[config.mk]
export PLATFORM = sky130hd
export DESIGN_NAME = matrix_modular_adder
export DESIGN_NICKNAME = d
export VERILOG_FILES = /design/src/matrix_pkg.sv /design/src/matrix_add_fsm.sv /design/src/matrix_index_counter.sv /design/src/matrix_modular_adder.sv /design/src/modular_add_sub.sv
export SDC_FILE = /design/constraint.sdc
export NUM_CORES = 1
export LEC_CHECK = 0
export BUFFER_PORTS_ARGS = -buffer_cell sky130_fd_sc_hd__clkbuf_2
export CAP_MARGIN = 40
export CORE_MARGIN = 2
export CORE_UTILIZATION = 45
export DETAILED_ROUTE_END_ITERATION = 10
export PLACE_DENSITY = 0.75
export SYNTH_ARGS = -nofsm -noshare
export SYNTH_HDL_FRONTEND = slang
export SYNTH_SLANG_ARGS = --single-unit
[constraint.sdc]
create_clock -name CLK -period 5.6 [get_ports CLK]
set_input_delay 1.12 -clock CLK [delete_from_list [all_inputs] [get_ports CLK]]
set_output_delay 1.12 -clock CLK [all_outputs]
set_load 0.005 [all_outputs]
[src/matrix_pkg.sv]
/* Matrix modular adder shared types */

package matrix_pkg;

  //////////////////////////////////////////////////
  // Widths
  //////////////////////////////////////////////////

  // One matrix element or the modulus
  localparam int data_w = 32;
  // Row or column index, sizes 1 to 255
  localparam int idx_w = 8;

  typedef logic [data_w-1:0] data_t;
  typedef logic [idx_w-1:0]  index_t;

  //////////////////////////////////////////////////
  // Operation and job records
  //////////////////////////////////////////////////

  // Element operation
  typedef enum logic {
    op_add = 1'b0,
    op_sub = 1'b1
  } op_e;

  // Job configuration captured on start
  typedef struct packed {
    data_t  modulus;
    index_t size_i;
    index_t size_j;
    op_e    op;
  } mat_cfg_t;

  // One result element with its position markers
  typedef struct packed {
    data_t data;
    logic  row_end;
    logic  last;
  } out_elem_t;

endpackage

[src/matrix_add_fsm.sv]
/* Matrix add job sequencer */

`timescale 1ns/1ps

module matrix_add_fsm (
  input  logic                 CLK,
  input  logic                 RST,
  input  logic                 start,
  input  matrix_pkg::mat_cfg_t cfg_in,
  input  logic                 pair_ready,
  input  logic                 row_end,
  input  logic                 last,
  output matrix_pkg::mat_cfg_t cfg,
  output logic                 busy,
  output logic                 compute,
  output logic                 clear,
  output logic                 advance,
  output logic                 out_valid,
  output logic                 out_row_end,
  output logic                 out_last,
  output logic                 done
);

  // Job state
  typedef enum logic {
    st_idle,
    st_run
  } state_e;

  state_e state;

  //////////////////////////////////////////////////
  // Handshake decode
  //////////////////////////////////////////////////

  assign busy    = (state == st_run);

  // Fire one element as soon as both operands are held
  assign compute = busy && pair_ready;
  // Counter steps on the same edge as the datapath
  assign advance = compute;

  // Accepted start resets the position
  assign clear   = !busy && start;

  //////////////////////////////////////////////////
  // State register
  //////////////////////////////////////////////////

  always_ff @(posedge CLK or posedge RST) begin
    if (RST) begin
      state <= st_idle;
    end else begin
      case (state)
        st_idle: begin
          if (start) begin
            state <= st_run;
          end
        end
        st_run: begin
          // Final element fired
          if (compute && last) begin
            state <= st_idle;
          end
        end
        default: begin
          state <= st_idle;
        end
      endcase
    end
  end

  // Configuration held for the whole job
  always_ff @(posedge CLK or posedge RST) begin
    if (RST) begin
      cfg <= '0;
    end else if (clear) begin
      cfg <= cfg_in;
    end
  end

  //////////////////////////////////////////////////
  // Output flags
  //////////////////////////////////////////////////

  always_ff @(posedge CLK or posedge RST) begin
    if (RST) begin
      out_valid   <= 1'b0;
      out_row_end <= 1'b0;
      out_last    <= 1'b0;
      done        <= 1'b0;
    end else begin
      out_valid <= compute;
      done      <= compute && last;
      // Markers travel with the registered result
      if (compute) begin
        out_row_end <= row_end;
        out_last    <= last;
      end
    end
  end

  // Job end comes with the final element of the last row
  a_done_with_last : assert property (
    @(posedge CLK) disable iff (RST)
    done |-> out_valid && out_last && out_row_end
  ) else $error("done without final element");

  // Operands are only gathered once the job has been running a cycle
  a_compute_in_job : assert property (
    @(posedge CLK) disable iff (RST)
    compute |-> $past(busy)
  ) else $error("compute outside a job");

endmodule

[src/matrix_index_counter.sv]
/* Matrix row and column counter */

`timescale 1ns/1ps

module matrix_index_counter (
  input  logic               CLK,
  input  logic               RST,
  input  logic               clear,
  input  logic               advance,
  input  matrix_pkg::index_t size_i,
  input  matrix_pkg::index_t size_j,
  output matrix_pkg::index_t row_idx,
  output matrix_pkg::index_t col_idx,
  output logic               row_end,
  output logic               last
);

  import matrix_pkg::*;

  // Final row and column of the configured matrix
  index_t last_row;
  index_t last_col;

  assign last_row = size_i - index_t'(1);
  assign last_col = size_j - index_t'(1);

  //////////////////////////////////////////////////
  // Position markers
  //////////////////////////////////////////////////

  // Current element closes its row
  assign row_end = (col_idx == last_col);
  // Current element closes the matrix
  assign last    = row_end && (row_idx == last_row);

  //////////////////////////////////////////////////
  // Row major position
  //////////////////////////////////////////////////

  always_ff @(posedge CLK or posedge RST) begin
    if (RST) begin
      row_idx <= '0;
      col_idx <= '0;
    end else if (clear) begin
      // New job starts at element zero
      row_idx <= '0;
      col_idx <= '0;
    end else if (advance) begin
      if (row_end) begin
        // Wrap to the next row
        col_idx <= '0;
        row_idx <= row_idx + index_t'(1);
      end else begin
        col_idx <= col_idx + index_t'(1);
      end
    end
  end

  // Sequencer never steps past the final element and never clears mid job
  a_advance_in_range : assert property (
    @(posedge CLK) disable iff (RST)
    advance |-> !clear && (row_idx < size_i)
  ) else $error("counter advanced outside the matrix");

endmodule

[src/matrix_modular_adder.sv]
/* Matrix modular adder top */

`timescale 1ns/1ps

module matrix_modular_adder (
  input  logic                  CLK,
  input  logic                  RST,
  input  logic                  start,
  input  matrix_pkg::mat_cfg_t  cfg,
  input  logic                  a_valid,
  input  matrix_pkg::data_t     a_data,
  input  logic                  b_valid,
  input  matrix_pkg::data_t     b_data,
  output logic                  busy,
  output logic                  out_valid,
  output matrix_pkg::out_elem_t out_elem,
  output logic                  done
);

  import matrix_pkg::*;

  //////////////////////////////////////////////////
  // Internal wires
  //////////////////////////////////////////////////

  // Configuration of the running job
  mat_cfg_t run_cfg;

  // Sequencer to datapath and counter
  logic compute;
  logic clear;
  logic advance;
  logic pair_ready;

  // Counter position
  index_t row_idx;
  index_t col_idx;
  logic   row_end;
  logic   last;

  // Result side
  data_t alu_result;
  logic  out_row_end;
  logic  out_last;

  //////////////////////////////////////////////////
  // Blocks
  //////////////////////////////////////////////////

  matrix_add_fsm u_fsm (
    .CLK         (CLK),
    .RST         (RST),
    .start       (start),
    .cfg_in      (cfg),
    .pair_ready  (pair_ready),
    .row_end     (row_end),
    .last        (last),
    .cfg         (run_cfg),
    .busy        (busy),
    .compute     (compute),
    .clear       (clear),
    .advance     (advance),
    .out_valid   (out_valid),
    .out_row_end (out_row_end),
    .out_last    (out_last),
    .done        (done)
  );

  matrix_index_counter u_counter (
    .CLK     (CLK),
    .RST     (RST),
    .clear   (clear),
    .advance (advance),
    .size_i  (run_cfg.size_i),
    .size_j  (run_cfg.size_j),
    .row_idx (row_idx),
    .col_idx (col_idx),
    .row_end (row_end),
    .last    (last)
  );

  // Operands only sampled during a job
  modular_add_sub u_alu (
    .CLK        (CLK),
    .RST        (RST),
    .enable     (busy),
    .a_valid    (a_valid),
    .a_data     (a_data),
    .b_valid    (b_valid),
    .b_data     (b_data),
    .compute    (compute),
    .modulus    (run_cfg.modulus),
    .op         (run_cfg.op),
    .pair_ready (pair_ready),
    .result     (alu_result)
  );

  // Result element with its markers
  assign out_elem = '{data: alu_result, row_end: out_row_end, last: out_last};

  // Every element consumed when the job ends
  a_done_at_matrix_end : assert property (
    @(posedge CLK) disable iff (RST)
    done |-> (row_idx == run_cfg.size_i) && (col_idx == '0)
  ) else $error("done before the matrix was covered");

endmodule

[src/modular_add_sub.sv]
/* Modular add and subtract datapath */

`timescale 1ns/1ps

module modular_add_sub (
  input  logic              CLK,
  input  logic              RST,
  input  logic              enable,
  input  logic              a_valid,
  input  matrix_pkg::data_t a_data,
  input  logic              b_valid,
  input  matrix_pkg::data_t b_data,
  input  logic              compute,
  input  matrix_pkg::data_t modulus,
  input  matrix_pkg::op_e   op,
  output logic              pair_ready,
  output matrix_pkg::data_t result
);

  import matrix_pkg::*;

  // Held operands
  data_t a_reg;
  data_t b_reg;
  logic  a_held;
  logic  b_held;

  // Arithmetic
  logic [data_w:0] sum_ext;
  logic [data_w:0] sum_sub;
  data_t           sum_red;
  data_t           diff;
  data_t           diff_red;
  data_t           result_nxt;

  //////////////////////////////////////////////////
  // Operand capture
  //////////////////////////////////////////////////

  always_ff @(posedge CLK or posedge RST) begin
    if (RST) begin
      a_held <= 1'b0;
      b_held <= 1'b0;
    end else begin
      // Pair consumed by the sequencer
      if (compute) begin
        a_held <= 1'b0;
        b_held <= 1'b0;
      end
      if (enable && a_valid) begin
        a_held <= 1'b1;
      end
      if (enable && b_valid) begin
        b_held <= 1'b1;
      end
    end
  end

  always_ff @(posedge CLK) begin
    if (enable && a_valid) begin
      a_reg <= a_data;
    end
    if (enable && b_valid) begin
      b_reg <= b_data;
    end
  end

  assign pair_ready = a_held && b_held;

  //////////////////////////////////////////////////
  // Modular arithmetic
  //////////////////////////////////////////////////

  // Sum keeps its carry for the compare
  assign sum_ext  = {1'b0, a_reg} + {1'b0, b_reg};
  assign sum_sub  = sum_ext - {1'b0, modulus};
  assign sum_red  = (sum_ext >= {1'b0, modulus}) ? sum_sub[data_w-1:0] : sum_ext[data_w-1:0];

  // Borrow folds back by adding the modulus
  assign diff     = a_reg - b_reg;
  assign diff_red = (a_reg < b_reg) ? diff + modulus : diff;

  assign result_nxt = (op == op_sub) ? diff_red : sum_red;

  always_ff @(posedge CLK) begin
    if (compute) begin
      result <= result_nxt;
    end
  end

  // Source waits for the pair to be consumed before the next operand
  a_no_a_overrun : assert property (
    @(posedge CLK) disable iff (RST)
    enable && a_valid |-> !a_held
  ) else $error("A strobe while A held");

  a_no_b_overrun : assert property (
    @(posedge CLK) disable iff (RST)
    enable && b_valid |-> !b_held
  ) else $error("B strobe while B held");

endmodule

* Word level (Yosys, flattened, before mapping) *
Index checks and enable logic that the tools add are counted.

word-level totals
  bits in registers = 168
  logic and storage cells = 57

operators by class
  bitwise gates (word level) = 1
  mux-type cells = 15
  magnitude comparators = 2
  equal/unequal tests = 2
  add/subtract/negate cells = 8
  reduce and logical (&&, ||, !) cells = 13

operator list
  kind                   number
  $mux W32               3
  $sub A32 B32 Y32       2
  $mux W8                6
  $add A32 B32 Y33       1
  $ge A33 B32 Y1         1
  $add A32 B32 Y32       1
  $lt A32 B32 Y1         1
  $add A8 B1 Y8 const B  2
  $eq A8 B8 Y1           2
  $sub A8 B1 Y8 const B  2
  $reduce_bool A2 Y1     4
  $logic_and A1 B1 Y1    7
  $mux W1                5
  $pmux W1 S2            1
  $reduce_and A2 Y1      1
  $logic_not A1 Y1       1
  $not A1 Y1             1

* Depth between registers and ports, before layout *
Gate-level depths: netlist of the first run.

  word-level depth = 6
  depth in mapped cells = 23

* By module *
Synthesis of the first run repeated with hierarchy kept, for this count alone.

second synthesis, totals
  cell total of the unflattened synthesis = 1456
  area, all modules = 13948.4 um^2

modules (own cells, without submodules)
  module                area each (um^2)  cells each  instances
  modular_add_sub       10353.7           1182        1
  matrix_add_fsm        2255.9            119         1
  matrix_index_counter  1323.8            153         1
  matrix_modular_adder  15.0              2           1

* Worst setup path before layout of the first run *
OpenSTA, ideal clock, no wires.

  path type = reg-to-reg
  start = reg u_alu.b_reg[0]
  end = reg u_alu.result[24], data pin
  data required time = 5.340 ns
  stages on the path, launching flop included = 21
  slack = 0.842 ns
  arrival = 4.498 ns
  clock period less this slack = 4.758 ns
  cells stage by stage = edfxtp_1 -> ha_1 -> fa_1 -> nand2b_1 -> a211oi_2 -> nor4b_2 -> o31ai_1 -> a21oi_1 -> o21bai_1 -> a21oi_1 -> xnor2_1 -> ha_1 -> nand4_1 -> o221a_2 -> or2_2 -> nand3_1 -> a21oi_1 -> or2_2 -> nand3_4 -> mux2_1 -> mux2_2

between the ends
  cells in the longest elaborated chain, start to end = 4
  elaborated cells on any way between the ends = 9
  classes of those cells = 4 x add/sub; 2 x order compare; 3 x mux

RTL lines
  element                                               RTL line                                      text
  start: declaration                                    modular_add_sub.sv:24                         data_t b_reg;
  start signal: assignment                              modular_add_sub.sv:64                         b_reg <= b_data;
  $add A32 B32 Y33 or $sub A32 B32 Y32 (tied branches)  modular_add_sub.sv:75, modular_add_sub.sv:80
  $sub A32 B32 Y32, or another cell as far along        modular_add_sub.sv:76                         assign sum_sub = sum_ext - {1'b0, modulus};
  $mux W32, on equally long branches                    modular_add_sub.sv:77, modular_add_sub.sv:81
  $mux W32 *                                            modular_add_sub.sv:83                         assign result_nxt = (op == op_sub) ? diff_red : sum_red;
  via u_alu.result_nxt[24]                              modular_add_sub.sv:34                         data_t result_nxt;
  end signal: assignment                                modular_add_sub.sv:87                         result <= result_nxt;
  end: declaration                                      modular_add_sub.sv:17                         output matrix_pkg::data_t result

The timed path passes the listed nets; every way through them passes the cells marked *.
A chain may end at the register's enable or synchronous reset.

* Worst setup path in the final report of the first run *
  start = reg u_alu.a_reg[0]
  end = reg u_alu.result[27], data pin

between the ends
  cells in the longest elaborated chain, start to end = 4
  elaborated cells on any way between the ends = 9
  classes of those cells = 4 x add/sub; 2 x order compare; 3 x mux

RTL lines
  element                                               RTL line                                      text
  start: declaration                                    modular_add_sub.sv:23                         data_t a_reg;
  start signal: assignment                              modular_add_sub.sv:61                         a_reg <= a_data;
  $add A32 B32 Y33 or $sub A32 B32 Y32 (tied branches)  modular_add_sub.sv:75, modular_add_sub.sv:80
  $sub A32 B32 Y32, or another cell as far along        modular_add_sub.sv:76
  $mux W32, on equally long branches                    modular_add_sub.sv:77, modular_add_sub.sv:81
  $mux W32 *                                            modular_add_sub.sv:83
  via u_alu.result_nxt[27]                              modular_add_sub.sv:34

Marks and branches as above.

==> reports/qor.yml, run 1 <==
clk_path_buf_depth: 2
synthTopCellsByArea: "edfxtp_1, dfrtp_1, ha_1"
antenna_found_initial: 0
setup_viol: 0
required_ns: 5.79
endpoint_kind: "flip-flop"
vias: 11884
wl_met2_um: 17500
synth_async_sr_flop_share_pct: 42.9
ant_nets: 0
cts_sinks: 168
path_buf_inv: 3
min_path_type: "flip-flop to flip-flop"
wl_per_cell_um: 18.8
wl_met3_um: 2720
crit_top_cell: "a21o_1"
clock_latency_ns: 0.46
period_share_pct: 95.1
arrival_ns: 5.51
period_needed_ns: 5.32
status: "finished clean"
fp.dieH_um: 179
crit_slowest_cell: "fa_1"
critPathKind: "flip-flop to flip-flop"
hold_viol_final: 0
max_cap_violations: 0
rsz0062_at_grt: "no"
cts_hold_buffers: 0
critPathMaxStageDelay_ns: 0.43
n_fill_cell: 2823
grt_max_degree: 57
io_pins: 155
critPathLaunchType: "flip-flop"
top_register: "u_fsm.cfg"
ys_types: 86
n_antenna_cell: 0
largest_reg_flops: 49
core_area_um2: 30300
h-tree-depth: 4
fin_util_pct: 51.6
cp_max_fo: 5
cp_top_family: "compound AO/OA/AOI/OAI gates"
ys_ff_latch: 168
final_nets: 1910
vdd_ir_drop_max_v: 0.000286
grt-ovfl-total: 0
maxSlewHeadroom_pct: 47.5
die_x_um: 179
grt_usage_pct: 24.5
dp_hpwl_um: 30300
cts_tree: "done"
placed_cells: 2033
yosysTopAreaCell: "edfxtp_1"
via_per_inst: 5.75
grt_pass1_wl_um: 60800
clk_pin_slew_ns: 0.07
portBuffers: 154
highest_layer: "met4"
syn-instance-count: 1511
wirelength_um: 38800
netlist.area_leader.share_pct: 20.9
layout.cells.non_filler: 2066
path_cells: "inv_1, ha_1, inv_1, fa_1, a211oi_2, o21ai_1, a211o_1, and2_1, a21o_1, a21oi_1, xnor2_1, ha_1, a21o_1, a21o_1, a221oi_2, nor2_1, a311o_1, a21oi_1, buf_4, o21ai_0, xor2_1, mux2i_1, a22oi_1"
tightest_slew_ns: 0.788
cts_buffers: 17
rows: 64
max_freq_mhz: 188
syn-num-nets: 1764
first_global_vias: 11456
clock_skew_ns: 0.0163
drv_slew: 0
pwr_density_cell_nw_per_um2: 501
root_buffer: "clkbuf_16"
yosysSeqAreaShare_pct: 34.0
wl_met1_um: 17500
die_area_um2: 32000
start_util_pct: 45.4
synth_common_cells: "ha_1, a21oi_1, nand2_1"
syn_area_um2: 13800
gp_congestion: 0.950
leakagePower_nw: 6.99
synth_warnings: 0
synth_edf_count: 96
synth.most_common_cell: "ha_1"
drc_errors: 0
drtIter0Drc: 978
yosys_most_used_dff: "edfxtp_1"
synth_area_per_cell_um2: 9.11
dr.pass1.iters: 5
fin_setup_tns_ns: 0
area_delta_synth_final_pct: 13.7
drive_gt1_share_pct: 16.0
==> through the flow <==
step                setup slack [ns]  power (mW)  hold WS (ns)  area, um2
finish                         0.277        7.84         0.481      15700
CTS                            0.107        7.76         0.483      15600
detailed placement             0.123        6.59         0.463      15000
global placement               0.239        6.47         0.459      14900
global route                 0.00533        8.42         0.507      15700
floorplan                      0.842        5.33         0.448      13800
==> worst register-to-register path: stages, from the launching register on <==
cell and delay [ns]:
edfxtp_1 0.39, inv_1 0.07, ha_1 0.17, inv_1 0.06, fa_1 0.43, a211oi_2 0.35
o21ai_1 0.16, a211o_1 0.30, and2_1 0.18, a21o_1 0.18, a21oi_1 0.17, xnor2_1 0.20
ha_1 0.35, a21o_1 0.21, a21o_1 0.19, a221oi_2 0.32, nor2_1 0.07, a311o_1 0.32
a21oi_1 0.21, buf_4 0.15, o21ai_0 0.12, xor2_1 0.18, mux2i_1 0.17, a22oi_1 0.09
==> where the power goes <==
group	internal (mW)	switching, mW	leakage [nW]
Combinational	2.03	2.70	4.90
Clock	0.584	0.555	0.274
Sequential	1.74	0.237	1.82
Total	4.35	3.49	6.99
==> area by class of cell <==
type                       count  area [um2]  share of cell area, %
multi-input combinational   1170        8410                   53.8
sequential                   168        4680                   29.9
timing repair buffer         183        1080                   6.89
tap                          396         495                   3.17
clock buffer                  19         443                   2.83
inverter                     117         439                   2.81
clock inverter                13        97.6                  0.624
==> metal layers <==
layer,track usage (%),up-vias
li1,-,5762
met2,38.8,469
met1,34.0,5576
met4,9.04,0
met3,3.50,77
met5,0,-
==> what timing repair did <==
item,in CTS,in global routing
setup buffers,0,1
endpoints found under the hold margin,0,0
gates resized for setup,0,12
setup endpoints to repair,0,32
==> cells in the final DEF, fill, tap and decap left out, drive strengths merged, types with 4 or more instances in the layout <==
cell type / synthesis / layout
nand2: 119 / 119
nor3: 27 / 27
o221ai: 4 / 4
o22ai: 4 / 4
o21ai: 122 / 122
xor2: 40 / 40
xnor2: 94 / 94
nand3: 25 / 25
dfrtp: 72 / 72
o41ai: 5 / 5
ha: 131 / 131
inv: 116 / 120
a221o: 4 / 4
buf: 22 / 29
a21o: 39 / 39
nor2: 100 / 100
mux2: 19 / 19
a22oi: 5 / 5
mux2i: 50 / 50
or3: 11 / 11
and3: 18 / 18
nand2b: 10 / 10
clkbuf: 34 / 173
and2: 16 / 16
a211oi: 19 / 19
o21bai: 21 / 21
a221oi: 8 / 8
o211ai: 9 / 9
o31a: 6 / 6
o2111ai: 4 / 4
fa: 4 / 4
nand4: 16 / 16
o21a: 18 / 18
o31ai: 13 / 13
nor4: 12 / 12
clkinv: 1 / 10
edfxtp: 96 / 96
a21oi: 126 / 126
nor2b: 14 / 14
a31oi: 10 / 10
==> cells by family after synthesis <==
group | synth area share, %
simple gates | 13.4
mux | 5.19
compound gates | 21.0
buf+inv | 5.35
xor+xnor | 8.53
flops | 34.0
fa+ha+maj | 12.5
==> final timing paths <==
check                                    startpoint                    endpoint  slack, ns  depth (start not counted)
min in group asynchronous                       RST    u_fsm.cfg[5]$_DFFE_PP0P_       0.69                          3
max in group asynchronous                       RST   u_fsm.cfg[31]$_DFFE_PP0P_       4.33                          4
setup reg to reg           u_alu.a_reg[0]$_DFFE_PP_  u_alu.result[27]$_DFFE_PP_       0.28                         23
setup / recovery           u_alu.a_reg[0]$_DFFE_PP_  u_alu.result[27]$_DFFE_PP_       0.28                         23
hold / removal             u_alu.b_held$_DFFE_PP0P_    u_alu.b_held$_DFFE_PP0P_       0.48                          1
hold reg to reg            u_alu.b_held$_DFFE_PP0P_    u_alu.b_held$_DFFE_PP0P_       0.48                          1
Note: power is estimated with default switching activity, not from simulation.
==> inputs of run 2 (changes only) <==
--- a/config.mk
+++ b/config.mk
@@ -7,10 +7,12 @@
 export LEC_CHECK = 0
 export BUFFER_PORTS_ARGS = -buffer_cell sky130_fd_sc_hd__clkbuf_2
 export CAP_MARGIN = 40
+export CELL_PAD_IN_SITES_DETAIL_PLACEMENT = 0
+export CELL_PAD_IN_SITES_GLOBAL_PLACEMENT = 2
 export CORE_MARGIN = 2
-export CORE_UTILIZATION = 45
+export CORE_UTILIZATION = 37
 export DETAILED_ROUTE_END_ITERATION = 10
-export PLACE_DENSITY = 0.75
+export PLACE_DENSITY = 0.92
 export SYNTH_ARGS = -nofsm -noshare
 export SYNTH_HDL_FRONTEND = slang
 export SYNTH_SLANG_ARGS = --single-unit
==> constraint.sdc (replaced) <==
create_clock -name CLK -period 5.6 [get_ports CLK]
set_input_delay 0.56 -clock CLK [delete_from_list [all_inputs] [get_ports CLK]]
set_output_delay 0.56 -clock CLK [all_outputs]
set_load 0.005 [all_outputs]
==> reports/qor.yml, run 2 (synthesis gave the netlist of run 1 again) <==
drive_gt1_share_pct: 16.5
clk_path_buf_depth: 2
wl_per_cell_um: 19.3
clock_latency_ns: 0.46
antenna_found_initial: 0
n_fill_cell: 3638
required_ns: 5.79
path_cells: "inv_1, ha_1, nor2b_1, o31a_1, o2111a_1, o2111ai_1, a31oi_2, buf_4, a211oi_1, xnor2_1, ha_1, or3_1, or3_1, o22ai_1, a221o_1, a21oi_1, a31oi_1, xnor2_1, mux2i_1"
n_antenna_cell: 0
arrival_ns: 5.57
critPathLaunchType: "flip-flop"
clock_skew_ns: 0.0200
setup_viol: 0
critPathKind: "flip-flop to flip-flop"
ant_nets: 0
io_pins: 155
dp_hpwl_um: 32300
top_register: "u_fsm.cfg"
clk_pin_slew_ns: 0.07
grt_max_degree: 58
via_per_inst: 5.43
fp.dieH_um: 197
h-tree-depth: 4
final_cell_area_um2: 15800
area_delta_synth_final_pct: 15.1
gp_congestion: 0.897
max_freq_mhz: 186
cts_sinks: 168
multi_input_area_um2: 8390
die_x_um: 197
holdWs_ns: 0.194
placed_cell_area_um2: 15200
grt_usage_pct: 21.6
min_path_type: "primary input to async pin"
wirelength_um: 41500
cts_buffers: 17
layout_commonest_cell: "clkbuf_2"
cts_hold_buffers: 0
drtIter0Drc: 708
pwr_density_cell_nw_per_um2: 500
ff_latch_area_um2: 4680
first_global_vias: 11642
cts_tree: "done"
critPathMaxStageDelay_ns: 0.46
endpoint_kind: "flip-flop"
core_area_um2: 36600
die_area_um2: 38800
dr.pass1.iters: 7
path_buf_inv: 2
drc_errors: 0
cp_top_family: "compound AO/OA/AOI/OAI gates"
maxSlewHeadroom_pct: 48.9
mostFrequentLayoutCells: "clkbuf_2, ha_1, a21oi_1"
crit_slowest_cell: "o2111ai_1"
hold_viol_final: 0
grt-ovfl-total: 0
start_util_pct: 37.6
grt_pass1_wl_um: 64600
status: "finished clean"
period_share_pct: 96.2
drv_slew: 0
portBuffers: 154
cp_max_fo: 5
vdd_ir_drop_max_v: 0.000251
max_cap_violations: 0
leakagePower_nw: 7.06
final_nets: 1924
tightest_slew_ns: 0.767
period_needed_ns: 5.38
root_buffer: "clkbuf_16"
rows: 70
largest_reg_flops: 49
vias: 11689
[run 2: worst register-to-register path: cells and delay by family, from the launching register on]
kind / cells / cell delay, ns
AND/OR/NAND/NOR: 3 / 0.83
flip-flops: 1 / 0.45
multiplexers: 1 / 0.09
buffers and inverters: 2 / 0.36
AO/OA/AOI/OAI: 9 / 2.49
adder cells (fa/ha/maj): 2 / 0.53
XOR/XNOR: 2 / 0.38
[run 2: report_power, final]
group / switching (mW) / internal [mW]
Sequential: 0.251 / 1.74
Combinational: 2.69 / 2.03
Clock: 0.561 / 0.644
[run 2: stage by stage]
| stage | power (mW) | setup TNS, ns | util [%] | instances | setup slack (ns) |
|---|---|---|---|---|---|
| global route | 8.54 | -0.0139 | 43.3 | 2151 | -0.0139 |
| finish | 7.92 | 0 | 43.3 | 2151 | 0.216 |
| global placement | 6.57 | 0 | 41.3 | 2114 | 0.225 |
| CTS | 7.90 | 0 | 43.2 | 2150 | 0.190 |
| floorplan | 5.33 | 0 | - | 1511 | 0.842 |
| detailed placement | 6.64 | 0 | 41.6 | 2119 | 0.257 |
[run 2: path summary, 6_finish.rpt]
path / start / endpoint / slack (ns) / depth (start not counted)
max in group asynchronous: RST / u_fsm.cfg[30]$_DFFE_PP0P_ / 4.79 / 4
max reg2reg: u_alu.b_reg[1]$_DFFE_PP_ / u_alu.result[31]$_DFFE_PP_ / 0.22 / 19
min in group CLK: b_data[29] / u_alu.b_reg[29]$_DFFE_PP_ / 0.28 / 1
min: RST / u_fsm.out_valid$_DFF_PP0_ / 0.19 / 3
max: u_alu.b_reg[1]$_DFFE_PP_ / u_alu.result[31]$_DFFE_PP_ / 0.22 / 19
min reg2reg: u_fsm.out_last$_DFFE_PP0P_ / u_fsm.out_last$_DFFE_PP0P_ / 0.49 / 2
[run 2: cell type report]
cell class | instances | share of cell area [%]
Sequential cell | 168 | 29.6
Multi-Input combinational cell | 1170 | 52.9
Clock inverter | 10 | 0.490
Inverter | 117 | 2.78
Tap cell | 468 | 3.70
Clock buffer | 21 | 3.14
Timing Repair Buffer | 197 | 7.39
[run 2: what timing repair did]
item,in CTS,in global routing
endpoints found under the setup margin,0,27
gates resized for setup,0,5
buffers inserted,0,1
[run 2: routing by layer]
metal	GRT usage, %	routed length [um]	vias up
li1	-	-	5769
met3	3.94	2230	46
met2	35.5	19100	325
met1	29.3	19400	5549
met5	0	0	-
met4	5.79	811	0
==> inputs of run 3 (changes only) <==
--- a/config.mk
+++ b/config.mk
@@ -9,7 +9,6 @@
 export CAP_MARGIN = 40
 export CELL_PAD_IN_SITES_DETAIL_PLACEMENT = 0
 export CELL_PAD_IN_SITES_GLOBAL_PLACEMENT = 2
-export CORE_MARGIN = 2
 export CORE_UTILIZATION = 37
 export DETAILED_ROUTE_END_ITERATION = 10
 export PLACE_DENSITY = 0.92
==> reports/qor.yml, run 3 (synthesis gave the netlist of run 1 again) <==
clk_pin_slew_ns: 0.08
leakagePower_nw: 7.03
grt_usage_pct: 21.5
max_freq_mhz: 186
start_util_pct: 37.6
antenna_found_initial: 0
wl_per_cell_um: 19.0
final_nets: 1914
first_global_vias: 11415
max_cap_violations: 0
core_area_um2: 36600
vias: 11719
drive_gt1_share_pct: 16.1
root_buffer: "clkbuf_16"
crit_slowest_cell: "a211oi_1"
tightest_slew_ns: 0.662
area_delta_synth_final_pct: 14.8
placed_cell_area_um2: 15200
fp.dieH_um: 195
n_antenna_cell: 0
dp_hpwl_um: 31700
vdd_ir_drop_max_v: 0.000245
die_x_um: 195
drtIter0Drc: 773
grt-ovfl-total: 0
drv_slew: 0
crit_top_cell: "a21oi_1"
drc_errors: 0
setup_viol: 0
timing.rr.end: "u_alu.result[30]$_DFFE_PP_"
grt_max_degree: 58
cts_buffers: 17
die_area_um2: 38000
pwr_density_cell_nw_per_um2: 498
cts_tree: "done"
rrSetupSlack_ns: 0.23
critPathMaxStageDelay_ns: 0.43
layout_commonest_cell: "clkbuf_2"
critPathKind: "flip-flop to flip-flop"
via_per_inst: 5.47
r2r_start: "u_alu.b_reg[0]$_DFFE_PP_"
hold_viol_final: 0
portBuffers: 154
required_ns: 5.88
cp-startpoint: "u_alu.b_reg[0]$_DFFE_PP_"
min_path_type: "primary input to async pin"
largest_reg_flops: 49
grt_pass1_wl_um: 63400
h-tree-depth: 4
clock_latency_ns: 0.46
final_cell_area_um2: 15800
path_cells: "ha_1, fa_1, nand2b_1, a21oi_1, nor2_1, o21ai_0, a21oi_1, nor2_1, nor2_1, xor2_1, ha_1, o21ai_0, a21oi_1, a21oi_1, o21ai_1, a31oi_2, o21ai_0, a211oi_1, buf_4, mux2i_1, o21ai_1, a22oi_1"
top_register: "u_fsm.cfg"
path_buf_inv: 1
cts_sinks: 168
ff2ff_path_depth: 22
critPathLaunchType: "flip-flop"
gp_congestion: 0.899
arrival_ns: 5.66
endpoint_kind: "flip-flop"
clock_skew_ns: 0.0154
mostFrequentLayoutCells: "clkbuf_2, ha_1, a21oi_1"
period_share_pct: 96.0
io_pins: 155
rsz0062_at_grt: "no"
ant_nets: 0
dr.pass1.iters: 5
status: "finished clean"
maxSlewHeadroom_pct: 55.9
clk_path_buf_depth: 2
cp_top_family: "compound AO/OA/AOI/OAI gates"
rows: 70
fin_setup_tns_ns: 0
wirelength_um: 40600
cp_max_fo: 5
power_mw: 7.87
period_needed_ns: 5.37
-- run 3: cell count changes in the layout (fill, tap and decap cells not counted), sizes merged --
cell and delta:
buf -10, clkbuf -1, clkinv +1, inv +1
-- run 3: report_power, final --
group / total, mW / internal [mW] / switching [mW]
combinational: 4.66 / 2.01 / 2.65
sequential: 1.99 / 1.74 / 0.249
clock: 1.22 / 0.648 / 0.572
total: 7.87 / 4.39 / 3.48
-- run 3: how the worst max path moves through the flow --
stage / to / slack [ns] / depth (start not counted)
2_1_floorplan: u_alu.result[24]$_DFFE_PP_ / 0.84 / 20
3_3_place_gp: u_alu.result[23]$_DFFE_PP_ / 0.33 / 22
3_5_place_dp: u_alu.result[30]$_DFFE_PP_ / 0.21 / 22
4_1_cts: u_alu.result[30]$_DFFE_PP_ / 0.19 / 22
5_1_grt: u_alu.result[9]$_DFFE_PP_ / 0.01 / 22
6_report: u_alu.result[30]$_DFFE_PP_ / 0.23 / 22
-- run 3: what timing repair did --
action,in CTS,in global routing
hold buffers,0,0
setup buffers,0,2
gates resized for setup,0,7
endpoints found under the setup margin,0,10
-- run 3: layout make-up --
class	count	area (um2)
clock inverters	12	100
clock buffers	20	489
flip-flops and latches	168	4680
inverters	117	440
fillers	3694	20800
repair buffers	187	1120
multi-input cells	1170	8380
well taps	468	586
-- run 3: per-layer routing --
metal	GRT usage [%]	vias up	share of wire (%)
li1	-	5783	-
met1	29.8	5603	48
met2	35.0	296	46
met3	3.42	37	4.6
met4	5.13	0	1.6
met5	0	-	0
-- run 3: metrics by stage --
step	cells	utilization, %	hold WS (ns)	setup slack (ns)
floorplan	1511	-	0.448	0.842
global placement	2103	41.1	0.460	0.326
detailed placement	2108	41.4	0.474	0.213
CTS	2140	43.0	0.187	0.187
global route	2142	43.1	0.216	0.0140
finish	2142	43.1	0.178	0.226
-- run 3: worst reg2reg max path: stages (launching register included) --
cell	delay (ns)
edfxtp_1	0.41
ha_1	0.25
fa_1	0.42
nand2b_1	0.16
a21oi_1	0.09
nor2_1	0.16
o21ai_0	0.18
a21oi_1	0.17
nor2_1	0.05
nor2_1	0.14
xor2_1	0.21
ha_1	0.32
o21ai_0	0.27
a21oi_1	0.11
a21oi_1	0.30
o21ai_1	0.27
a31oi_2	0.35
o21ai_0	0.24
a211oi_1	0.43
buf_4	0.20
mux2i_1	0.18
o21ai_1	0.11
a22oi_1	0.20
